`src/slave_pkg.sv`:
```
package slave_pkg;

    // word and frame geometry
    localparam int DATA_WIDTH   = 32;
    localparam int ID_WIDTH     = 2;
    localparam int START_WIDTH  = 3;
    localparam int FRAME_WIDTH  = START_WIDTH + ID_WIDTH + 1;
    localparam int STATUS_WIDTH = 4;

    // status nibble followed by the read word
    localparam int STREAM_WIDTH = STATUS_WIDTH + DATA_WIDTH;

    localparam logic [START_WIDTH-1:0] START_CODE = 3'b111;

    // link acknowledge bytes whose upper nibble the master sees as status
    localparam logic [7:0] ACK_BYTE = 8'hCC;
    localparam logic [7:0] NAK_BYTE = 8'hAA;
    localparam logic [STATUS_WIDTH-1:0] ACK_STATUS = ACK_BYTE[7:4];
    localparam logic [STATUS_WIDTH-1:0] NAK_STATUS = NAK_BYTE[7:4];

    // acknowledge wait in cycles, then retransmissions before giving up
    localparam int ACK_TIMEOUT      = 64;
    localparam int RETRANSMIT_TIMES = 3;

    // counter widths
    localparam int FRAME_CNT_WIDTH  = $clog2(FRAME_WIDTH);
    localparam int WORD_CNT_WIDTH   = $clog2(DATA_WIDTH);
    localparam int STREAM_CNT_WIDTH = $clog2(STREAM_WIDTH);
    localparam int ACK_CNT_WIDTH    = $clog2(ACK_TIMEOUT);
    localparam int RETX_CNT_WIDTH   = $clog2(RETRANSMIT_TIMES + 1);

    typedef logic [DATA_WIDTH-1:0]   word_t;
    typedef logic [STATUS_WIDTH-1:0] status_t;

    typedef enum logic [1:0] {
        IDLE,
        FRAME,
        CHECK,
        BUSY
    } dec_state_t;

endpackage

```
`src/txn_if.sv`:
```
`timescale 1ns/10ps

interface txn_if import slave_pkg::*; (
    input logic clk
);

    // one-cycle launch pulses from the decoder
    logic    start_write;
    logic    start_read;

    // completion pulses and master ready requests from the channels
    logic    write_done;
    logic    read_done;
    logic    write_ready;
    logic    read_ready;

    // result of the last write, held until the next one finishes
    status_t write_status;

    modport decoder (
        input  clk,
        output start_write, start_read,
        input  write_done, read_done, write_ready, read_ready
    );

    modport writer (
        input  clk, start_write,
        output write_done, write_ready, write_status
    );

    modport reader (
        input  clk, start_read, write_status,
        output read_done, read_ready
    );

endinterface

```
`src/frame_decoder.sv`:
```
`timescale 1ns/10ps

module frame_decoder import slave_pkg::*; #(
    parameter logic [ID_WIDTH-1:0] SLAVE_ID = '0
) (
    input  logic          clk,
    input  logic          rstN,
    input  logic          control,
    output logic          ready,
    txn_if.decoder        txn
);

    dec_state_t                 state;
    logic [FRAME_WIDTH-1:0]     frame_q;
    logic [FRAME_CNT_WIDTH-1:0] bit_cnt;
    logic                       active_write;
    logic                       frame_hit;
    logic                       channel_done;
    logic                       channel_ready;

    // frame from the msb down holds start code, slave id and r/w bit
    assign frame_hit = (frame_q[FRAME_WIDTH-1 -: START_WIDTH] == START_CODE) &&
                       (frame_q[ID_WIDTH:1] == SLAVE_ID);

    // launch pulses are decoded straight from the CHECK cycle
    assign txn.start_write = (state == CHECK) && frame_hit && frame_q[0];
    assign txn.start_read  = (state == CHECK) && frame_hit && !frame_q[0];

    assign channel_done  = active_write ? txn.write_done  : txn.read_done;
    assign channel_ready = active_write ? txn.write_ready : txn.read_ready;

    // master sees the channel's ready only while a transfer runs
    assign ready = (state != BUSY) || channel_ready;

    // control is shifted in until the frame is complete
    always_ff @(posedge clk) begin
        if (state == IDLE || state == FRAME) begin
            frame_q <= {frame_q[FRAME_WIDTH-2:0], control};
        end
    end

    always_ff @(posedge clk or negedge rstN) begin
        if (!rstN) begin
            state        <= IDLE;
            bit_cnt      <= '0;
            active_write <= 1'b0;
        end else begin
            case (state)
                IDLE: begin
                    // first high control bit opens a frame
                    if (control) begin
                        bit_cnt <= FRAME_CNT_WIDTH'(1);
                        state   <= FRAME;
                    end
                end
                FRAME: begin
                    bit_cnt <= bit_cnt + 1'b1;
                    if (bit_cnt == FRAME_CNT_WIDTH'(FRAME_WIDTH - 1)) begin
                        state <= CHECK;
                    end
                end
                CHECK: begin
                    if (frame_hit) begin
                        active_write <= frame_q[0];
                        state        <= BUSY;
                    end else begin
                        // not for this node
                        state <= IDLE;
                    end
                end
                BUSY: begin
                    if (channel_done) begin
                        state <= IDLE;
                    end
                end
                default: begin
                    state <= IDLE;
                end
            endcase
        end
    end

endmodule

```
`src/read_channel.sv`:
```
`timescale 1ns/10ps

module read_channel import slave_pkg::*; (
    input  logic   clk,
    input  logic   rstN,
    input  logic   g_tx_ready,
    input  logic   g_rx_done,
    input  word_t  g_rx_data,
    output logic   rD,
    output logic   g_tx_start,
    output word_t  g_tx_data,
    txn_if.reader  txn
);

    logic [STREAM_WIDTH-1:0]     out_shift;
    logic [STREAM_CNT_WIDTH-1:0] bit_cnt;
    logic                        rx_wait;
    logic                        ack_pending;

    // previous board always gets the ack byte
    assign g_tx_data  = word_t'(ACK_BYTE);
    assign g_tx_start = ack_pending && g_tx_ready;

    // line stays low outside the stream
    assign rD = txn.read_ready && out_shift[STREAM_WIDTH-1];

    // status nibble on top, read word below
    always_ff @(posedge clk) begin
        if (txn.start_read) begin
            out_shift[STREAM_WIDTH-1 -: STATUS_WIDTH] <= txn.write_status;
        end
        if (rx_wait && g_rx_done) begin
            out_shift[DATA_WIDTH-1:0] <= g_rx_data;
        end
        if (txn.read_ready) begin
            out_shift <= {out_shift[STREAM_WIDTH-2:0], 1'b0};
        end
    end

    always_ff @(posedge clk or negedge rstN) begin
        if (!rstN) begin
            rx_wait        <= 1'b0;
            ack_pending    <= 1'b0;
            bit_cnt        <= '0;
            txn.read_ready <= 1'b0;
            txn.read_done  <= 1'b0;
        end else begin
            txn.read_done <= 1'b0;

            if (txn.start_read) begin
                rx_wait <= 1'b1;
            end

            // waits as long as the previous board needs
            if (rx_wait && g_rx_done) begin
                rx_wait     <= 1'b0;
                ack_pending <= 1'b1;
            end

            if (g_tx_start) begin
                ack_pending    <= 1'b0;
                txn.read_ready <= 1'b1;
                bit_cnt        <= '0;
            end

            if (txn.read_ready) begin
                bit_cnt <= bit_cnt + 1'b1;
                if (bit_cnt == STREAM_CNT_WIDTH'(STREAM_WIDTH - 1)) begin
                    txn.read_ready <= 1'b0;
                    txn.read_done  <= 1'b1;
                end
            end
        end
    end

endmodule

```
`src/slave_node_top.sv`:
```
`timescale 1ns/10ps

module slave_node_top import slave_pkg::*; #(
    parameter logic [ID_WIDTH-1:0] SLAVE_ID = '0
) (
    input  logic  clk,
    input  logic  rstN,

    // master side
    input  logic  control,
    input  logic  wD,
    input  logic  valid,
    output logic  rD,
    output logic  ready,

    // outgoing link towards the next board
    output logic  s_tx_start,
    output word_t s_tx_data,
    input  logic  s_tx_ready,
    input  logic  s_rx_done,
    input  word_t s_rx_data,

    // incoming link from the previous board
    output logic  g_tx_start,
    output word_t g_tx_data,
    input  logic  g_tx_ready,
    input  logic  g_rx_done,
    input  word_t g_rx_data
);

    txn_if txn (
        .clk (clk)
    );

    frame_decoder #(
        .SLAVE_ID (SLAVE_ID)
    ) frame_decoder_i (
        .clk     (clk),
        .rstN    (rstN),
        .control (control),
        .ready   (ready),
        .txn     (txn.decoder)
    );

    write_channel write_channel_i (
        .clk        (clk),
        .rstN       (rstN),
        .wD         (wD),
        .valid      (valid),
        .s_tx_ready (s_tx_ready),
        .s_rx_done  (s_rx_done),
        .s_rx_data  (s_rx_data),
        .s_tx_start (s_tx_start),
        .s_tx_data  (s_tx_data),
        .txn        (txn.writer)
    );

    read_channel read_channel_i (
        .clk        (clk),
        .rstN       (rstN),
        .g_tx_ready (g_tx_ready),
        .g_rx_done  (g_rx_done),
        .g_rx_data  (g_rx_data),
        .rD         (rD),
        .g_tx_start (g_tx_start),
        .g_tx_data  (g_tx_data),
        .txn        (txn.reader)
    );

endmodule

```
`src/write_channel.sv`:
```
`timescale 1ns/10ps

module write_channel import slave_pkg::*; (
    input  logic   clk,
    input  logic   rstN,
    input  logic   wD,
    input  logic   valid,
    input  logic   s_tx_ready,
    input  logic   s_rx_done,
    input  word_t  s_rx_data,
    output logic   s_tx_start,
    output word_t  s_tx_data,
    txn_if.writer  txn
);

    word_t                     wd_shift;
    logic [WORD_CNT_WIDTH-1:0] bit_cnt;
    logic                      tx_pending;
    logic                      ack_wait;
    logic [ACK_CNT_WIDTH-1:0]  ack_cnt;
    logic [RETX_CNT_WIDTH-1:0] retx_cnt;
    logic                      ack_timeout;
    logic                      retx_exhausted;

    // the deserializer doubles as the transmit word kept for retransmission
    assign s_tx_data = wd_shift;

    // start only in a cycle where the transmitter is ready
    assign s_tx_start = tx_pending && s_tx_ready;

    assign ack_timeout    = (ack_cnt == ACK_CNT_WIDTH'(ACK_TIMEOUT - 1));
    assign retx_exhausted = (retx_cnt == RETX_CNT_WIDTH'(RETRANSMIT_TIMES));

    // msb first, paused while valid is low
    always_ff @(posedge clk) begin
        if (txn.write_ready && valid) begin
            wd_shift <= {wd_shift[DATA_WIDTH-2:0], wD};
        end
    end

    always_ff @(posedge clk or negedge rstN) begin
        if (!rstN) begin
            txn.write_ready  <= 1'b0;
            txn.write_done   <= 1'b0;
            txn.write_status <= NAK_STATUS;
            bit_cnt          <= '0;
            tx_pending       <= 1'b0;
            ack_wait         <= 1'b0;
            ack_cnt          <= '0;
            retx_cnt         <= '0;
        end else begin
            txn.write_done <= 1'b0;

            if (txn.start_write) begin
                txn.write_ready <= 1'b1;
                bit_cnt         <= '0;
            end

            if (txn.write_ready && valid) begin
                bit_cnt <= bit_cnt + 1'b1;
                if (bit_cnt == WORD_CNT_WIDTH'(DATA_WIDTH - 1)) begin
                    txn.write_ready <= 1'b0;
                    tx_pending      <= 1'b1;
                    retx_cnt        <= '0;
                end
            end

            if (s_tx_start) begin
                tx_pending <= 1'b0;
                ack_wait   <= 1'b1;
                ack_cnt    <= '0;
            end

            if (ack_wait) begin
                if (s_rx_done) begin
                    ack_wait         <= 1'b0;
                    txn.write_done   <= 1'b1;
                    // anything other than the ack byte counts as failure
                    txn.write_status <= (s_rx_data == word_t'(ACK_BYTE)) ? ACK_STATUS
                                                                         : NAK_STATUS;
                end else if (ack_timeout) begin
                    ack_wait <= 1'b0;
                    if (retx_exhausted) begin
                        txn.write_status <= NAK_STATUS;
                        txn.write_done   <= 1'b1;
                    end else begin
                        // same word again
                        retx_cnt   <= retx_cnt + 1'b1;
                        tx_pending <= 1'b1;
                    end
                end else begin
                    ack_cnt <= ack_cnt + 1'b1;
                end
            end
        end
    end

endmodule

```
`config.mk`:
```
export PLATFORM = sky130hd
export DESIGN_NAME = slave_node_top
export DESIGN_NICKNAME = d
export VERILOG_FILES = /design/src/slave_pkg.sv /design/src/txn_if.sv /design/src/frame_decoder.sv /design/src/read_channel.sv /design/src/slave_node_top.sv /design/src/write_channel.sv
export SDC_FILE = /design/constraint.sdc
export NUM_CORES = 1
export LEC_CHECK = 0
export ABC_AREA = 1
export BUFFER_PORTS_ARGS = -buffer_cell sky130_fd_sc_hd__buf_2
export CAP_MARGIN = 20
export CORE_MARGIN = 2
export CORE_UTILIZATION = 47
export CTS_CLUSTER_DIAMETER = 80
export CTS_CLUSTER_SIZE = 8
export DETAILED_ROUTE_END_ITERATION = 7
export HOLD_SLACK_MARGIN = 0.1
export PLACE_DENSITY = 0.83
export SLEW_MARGIN = 5
export SYNTH_ARGS = -nofsm -noshare
export SYNTH_HDL_FRONTEND = slang
export SYNTH_SLANG_ARGS = --single-unit
```
`constraint.sdc`:
```
create_clock -name clk -period 1.7 [get_ports clk]
set_input_delay 0.255 -clock clk [delete_from_list [all_inputs] [get_ports clk]]
set_output_delay 0.255 -clock clk [all_outputs]
set_load 0.005 [all_outputs]
```
==> reports/qor_table.md <==
| Item | This run | Unit |
|---|---|---|
| Post-placement worst setup slack | 0.243 | ns |
| Post-synth EDFFs | 73 | - |
| Net switching power figure | 2.45 | mW |
| Post-route worst hold slack | 0.154 | ns |
| Share of async-settable or async-resettable flops after synthesis | 32.1 | % |
| Type of the worst setup path | reg2out | - |
| Post-route setup slack | 0.127 | ns |
| Area added between synthesis and finish | 17.7 | % |
| Commonest register cell after synthesis | sky130_fd_sc_hd__edfxtp_1 | - |
| Initial drt markers | 267 | - |
| Unrepaired setup endpoints after global routing | no | - |
| Die X | 106 | µm |
| Result of the run | finished clean | - |
| Antenna viol nets, final | 0 | - |
| Area of the die | 0.0112 | mm² |
| Origin of the worst setup path | read_channel_i.txn.read_ready$_DFF_PN0_ | - |
| Nature of the critical path startpoint | flip-flop | - |
| Combinational share of power | 23.7 | % |
| Average size of a mapped cell | 10.3 | µm² |
| Hold violation count in the final report | 0 | - |
| Number of global-route vias before repair | 3325 | - |
| Net switching fraction of the power | 30.8 | % |
| Total Power Consumption | 7.97 | mW |
| Clock tree from TritonCTS | built | - |
| Post-CTS Setup Bufs | 0 | - |
| Minimum clock period after layout | 1.57 | ns |
| Top cell types by occurrence after synthesis | 138 x sky130_fd_sc_hd__nand2_1, 73 x sky130_fd_sc_hd__edfxtp_1, 43 x sky130_fd_sc_hd__nor2_1 | - |
| Antenna violations before repair | 0 | - |
| Max-slew violation count | 0 | - |
| Register clock-pin slew on the reported worst setup and hold paths | 0.10 | ns |
| Sum of negative setup slack | 0 | ns |
| Synthesized flop and latch total | 109 | - |
| Placed cell count | 713 | - |
| Cell count after synthesis | 475 | - |
| Clk Latency, worst-skew pair | 0.38 | ns |
| Clock sink count | 109 | - |
| WL per Instance | 12.4 | µm |
| Max-Cap Viols | 0 | - |
| Setup slack of the worst register-to-register path | 0.24 | ns |
| Maximum number of pins on one net before global-route repair | 42 | - |
| Post-synthesis cell area | 0.00487 | mm² |
| Final weighted congestion in routability-driven placement | 0.850 | - |
| Sequential power share | 55.4 | % |
| Destination of the worst register-to-register timing path | write_channel_i.tx_pending$_DFF_PN0_ | - |
| First-pass detailed-route iteration total | 4 | - |
| Worst Path Arrival | 1.32 | ns |
| Depth of the worst register-to-register path | 8 | - |
| Worst vdd rail ir drop | 0.577 | mV |
| Layout cells sized above 1 | 25.0 | % |
| Port-buffer cells | 108 | - |
| Proportion of synthesized chip area in sequential cells | 63.4 | % |
| Period utilization | 92.5 | % |
| Count of final setup violators | 0 | - |
| Cell accounting for the most synthesized area | sky130_fd_sc_hd__edfxtp_1 | - |
| Routed vias/inst | 4.72 | - |
| Nets | 671 | - |
| Required time at the worst-slack endpoint | 1.44 | ns |
| Initial cell density of the core | 47.8 | % |
| Pwr Density | 1390 | mW/mm² |
| Worst R2R Start | write_channel_i.bit_cnt[0]$_DFFE_PN0P_ | - |
| FP Rows | 37 | - |
| Worst setup path endpoint | rD | - |
| Maximum clock insertion buffer count | 2 | - |
| Diodes inserted | 0 | - |
| Share of power burned in the clock network | 20.8 | % |
| Clock H-tree levels | 3 | - |
| Max frequency | 636 | MHz |
| Global-route wire length before repair | 14800 | µm |
| Root Buffer Master | sky130_fd_sc_hd__clkbuf_8 | - |
| Total core area | 0.0102 | mm² |
| Non-filler cells, final | 732 | - |
| Worst min-delay path class | in2reg | - |
| Number of warnings printed during yosys synthesis | 0 | - |
| Element type at the critical path end | output port | - |
| Post-route DRC | 0 | - |
| Count of vias placed by the detailed router | 3454 | - |
| Total Routed Length | 9070 | µm |
| Global-route congestion overflow total | 0 | - |
| GRT Total Usage | 16.7 | % |
| Unique cell type count in the Yosys netlist | 29 | - |
| Die Y | 106 | µm |
| I/O pin count | 141 | - |
| Num CTS Buffers | 9 | - |
| LEAKAGE | 2.64 | nW |
| Most instantiated library cell after synthesis | sky130_fd_sc_hd__nand2_1 | - |
| Final clock skew | 0.00553 | ns |
| Critical-path maximum fanout | 41 | - |
| Yosys top cell area share | 45.0 | % |
| Largest cells by area after synthesis | sky130_fd_sc_hd__edfxtp_1 45%, sky130_fd_sc_hd__dfrtp_1 17%, sky130_fd_sc_hd__nand2_1 11% | - |
| Detail Placement HPWL | 6440 | µm |
| Pint | 5.52 | mW |
==> through the flow <==
| stage | area, µm² | utilization [%] |
|---|---|---|
| 2_1_floorplan | 4990 | - |
| 3_3_place_gp | 5490 | 53.9 |
| 3_5_place_dp | 5490 | 53.9 |
| 4_1_cts | 5730 | 56.2 |
| 5_1_grt | 5730 | 56.3 |
| 6_report | 5730 | 56.3 |
==> worst max-delay path: stages (launching register included) <==
cell	delay [ns]
sky130_fd_sc_hd__dfrtp_1	0.41
sky130_fd_sc_hd__buf_6	0.30
sky130_fd_sc_hd__nand2_1	0.08
sky130_fd_sc_hd__inv_1	0.05
sky130_fd_sc_hd__buf_2	0.10
==> final cells by class <==
| class | count | area (µm²) |
|---|---|---|
| inverter | 34 | 130 |
| fill | 854 | 4450 |
| clock buffer | 10 | 128 |
| tap | 136 | 170 |
| multi-input combinational | 318 | 1470 |
| timing repair buffer | 119 | 672 |
| sequential | 109 | 3090 |
| clock inverter | 6 | 77.6 |
==> kinds of logic after synthesis <==
| family | count (synthesis) | synth area share [%] |
|---|---|---|
| other cells | 2 | 0.154 |
| compound gates | 61 | 6.52 |
| xor+xnor | 4 | 0.719 |
| buf+inv | 78 | 8.81 |
| flops | 109 | 63.4 |
| fa+ha+maj | 7 | 1.80 |
| simple gates | 214 | 18.6 |
==> routing by layer <==
layer | vias up | GRT usage [%] | part of all wire, %
met3 | 11 | 4.33 | 5.3
met2 | 118 | 28.0 | 51
met5 | - | 0 | 0
li1 | 1725 | - | -
met1 | 1600 | 21.0 | 42
met4 | 0 | 6.30 | 1.6
==> worst min path at each step <==
stage / depth (start not counted) / endpoint / start / slack, ns
5_1_grt: 3 / read_channel_i.out_shift[0]$_SDFFE_PP0P_ / g_rx_data[0] / 0.14
6_report: 3 / read_channel_i.out_shift[0]$_SDFFE_PP0P_ / g_rx_data[0] / 0.15
2_1_floorplan: 0 / frame_decoder_i.active_write$_DFFE_PN0P_ / rstN / -0.04
3_5_place_dp: 1 / write_channel_i.ack_cnt[3]$_DFF_PN0_ / rstN / 0.24
4_1_cts: 3 / read_channel_i.out_shift[0]$_SDFFE_PP0P_ / g_rx_data[0] / 0.14
3_3_place_gp: 1 / write_channel_i.ack_cnt[3]$_DFF_PN0_ / rstN / 0.23
==> power groups by stage <==
stage	logic, mW	registers, mW	clock network [mW]
after floorplan	1.30	4.36	0
after global placement	1.76	4.40	0
after detailed placement	1.88	4.46	0
after CTS	1.91	4.41	1.69
after global routing	2.19	4.52	1.79
final	1.89	4.42	1.66
==> registers in the layout (all words and copies together) (netlist names), 2 cells and up <==
signal / count
write_channel_i.s_tx_data: 32
write_channel_i.retx_cnt: 2
write_channel_i.bit_cnt: 5
write_channel_i.ack_cnt: 6
read_channel_i.out_shift: 36
frame_decoder_i.state: 2
write_channel_i.txn.write_status: 2
frame_decoder_i.frame_q: 6
frame_decoder_i.bit_cnt: 3
read_channel_i.bit_cnt: 6
==> cell usage in the layout (no fill, tap or decap) <==
cell type / instances
sky130_fd_sc_hd__buf_4: 4
sky130_fd_sc_hd__o31ai_1: 1
sky130_fd_sc_hd__dlygate4sd3_1: 3
sky130_fd_sc_hd__or2_2: 2
sky130_fd_sc_hd__nand2_1: 137
sky130_fd_sc_hd__buf_12: 3
sky130_fd_sc_hd__nor2_4: 4
sky130_fd_sc_hd__o21ai_0: 39
sky130_fd_sc_hd__bufinv_16: 2
sky130_fd_sc_hd__nand3b_1: 1
sky130_fd_sc_hd__dfxtp_1: 1
sky130_fd_sc_hd__nor2_1: 43
sky130_fd_sc_hd__xor2_1: 3
sky130_fd_sc_hd__xnor2_1: 1
sky130_fd_sc_hd__nor3_4: 1
sky130_fd_sc_hd__edfxtp_1: 73
sky130_fd_sc_hd__inv_4: 1
sky130_fd_sc_hd__a21oi_1: 10
sky130_fd_sc_hd__clkinv_1: 2
sky130_fd_sc_hd__o21ai_2: 2
sky130_fd_sc_hd__nand2_2: 3
sky130_fd_sc_hd__clkbuf_8: 9
sky130_fd_sc_hd__nand3_1: 19
sky130_fd_sc_hd__nand3_2: 3
sky130_fd_sc_hd__nand4_1: 1
sky130_fd_sc_hd__buf_6: 1
sky130_fd_sc_hd__dfrtp_1: 34
sky130_fd_sc_hd__inv_2: 3
sky130_fd_sc_hd__inv_1: 30
sky130_fd_sc_hd__clkinv_2: 2
sky130_fd_sc_hd__ha_1: 7
sky130_fd_sc_hd__conb_1: 32
sky130_fd_sc_hd__dfstp_2: 1
sky130_fd_sc_hd__o211ai_1: 1
sky130_fd_sc_hd__o21ai_1: 8
sky130_fd_sc_hd__clkbuf_1: 1
sky130_fd_sc_hd__buf_2: 108
==> what timing repair did <==
item	CTS	global route
hold buffers	3	0
setup endpoints to repair	0	2
gates resized for setup	0	3
endpoints found under the hold margin	20	0
(Power assumes the default switching activity.)
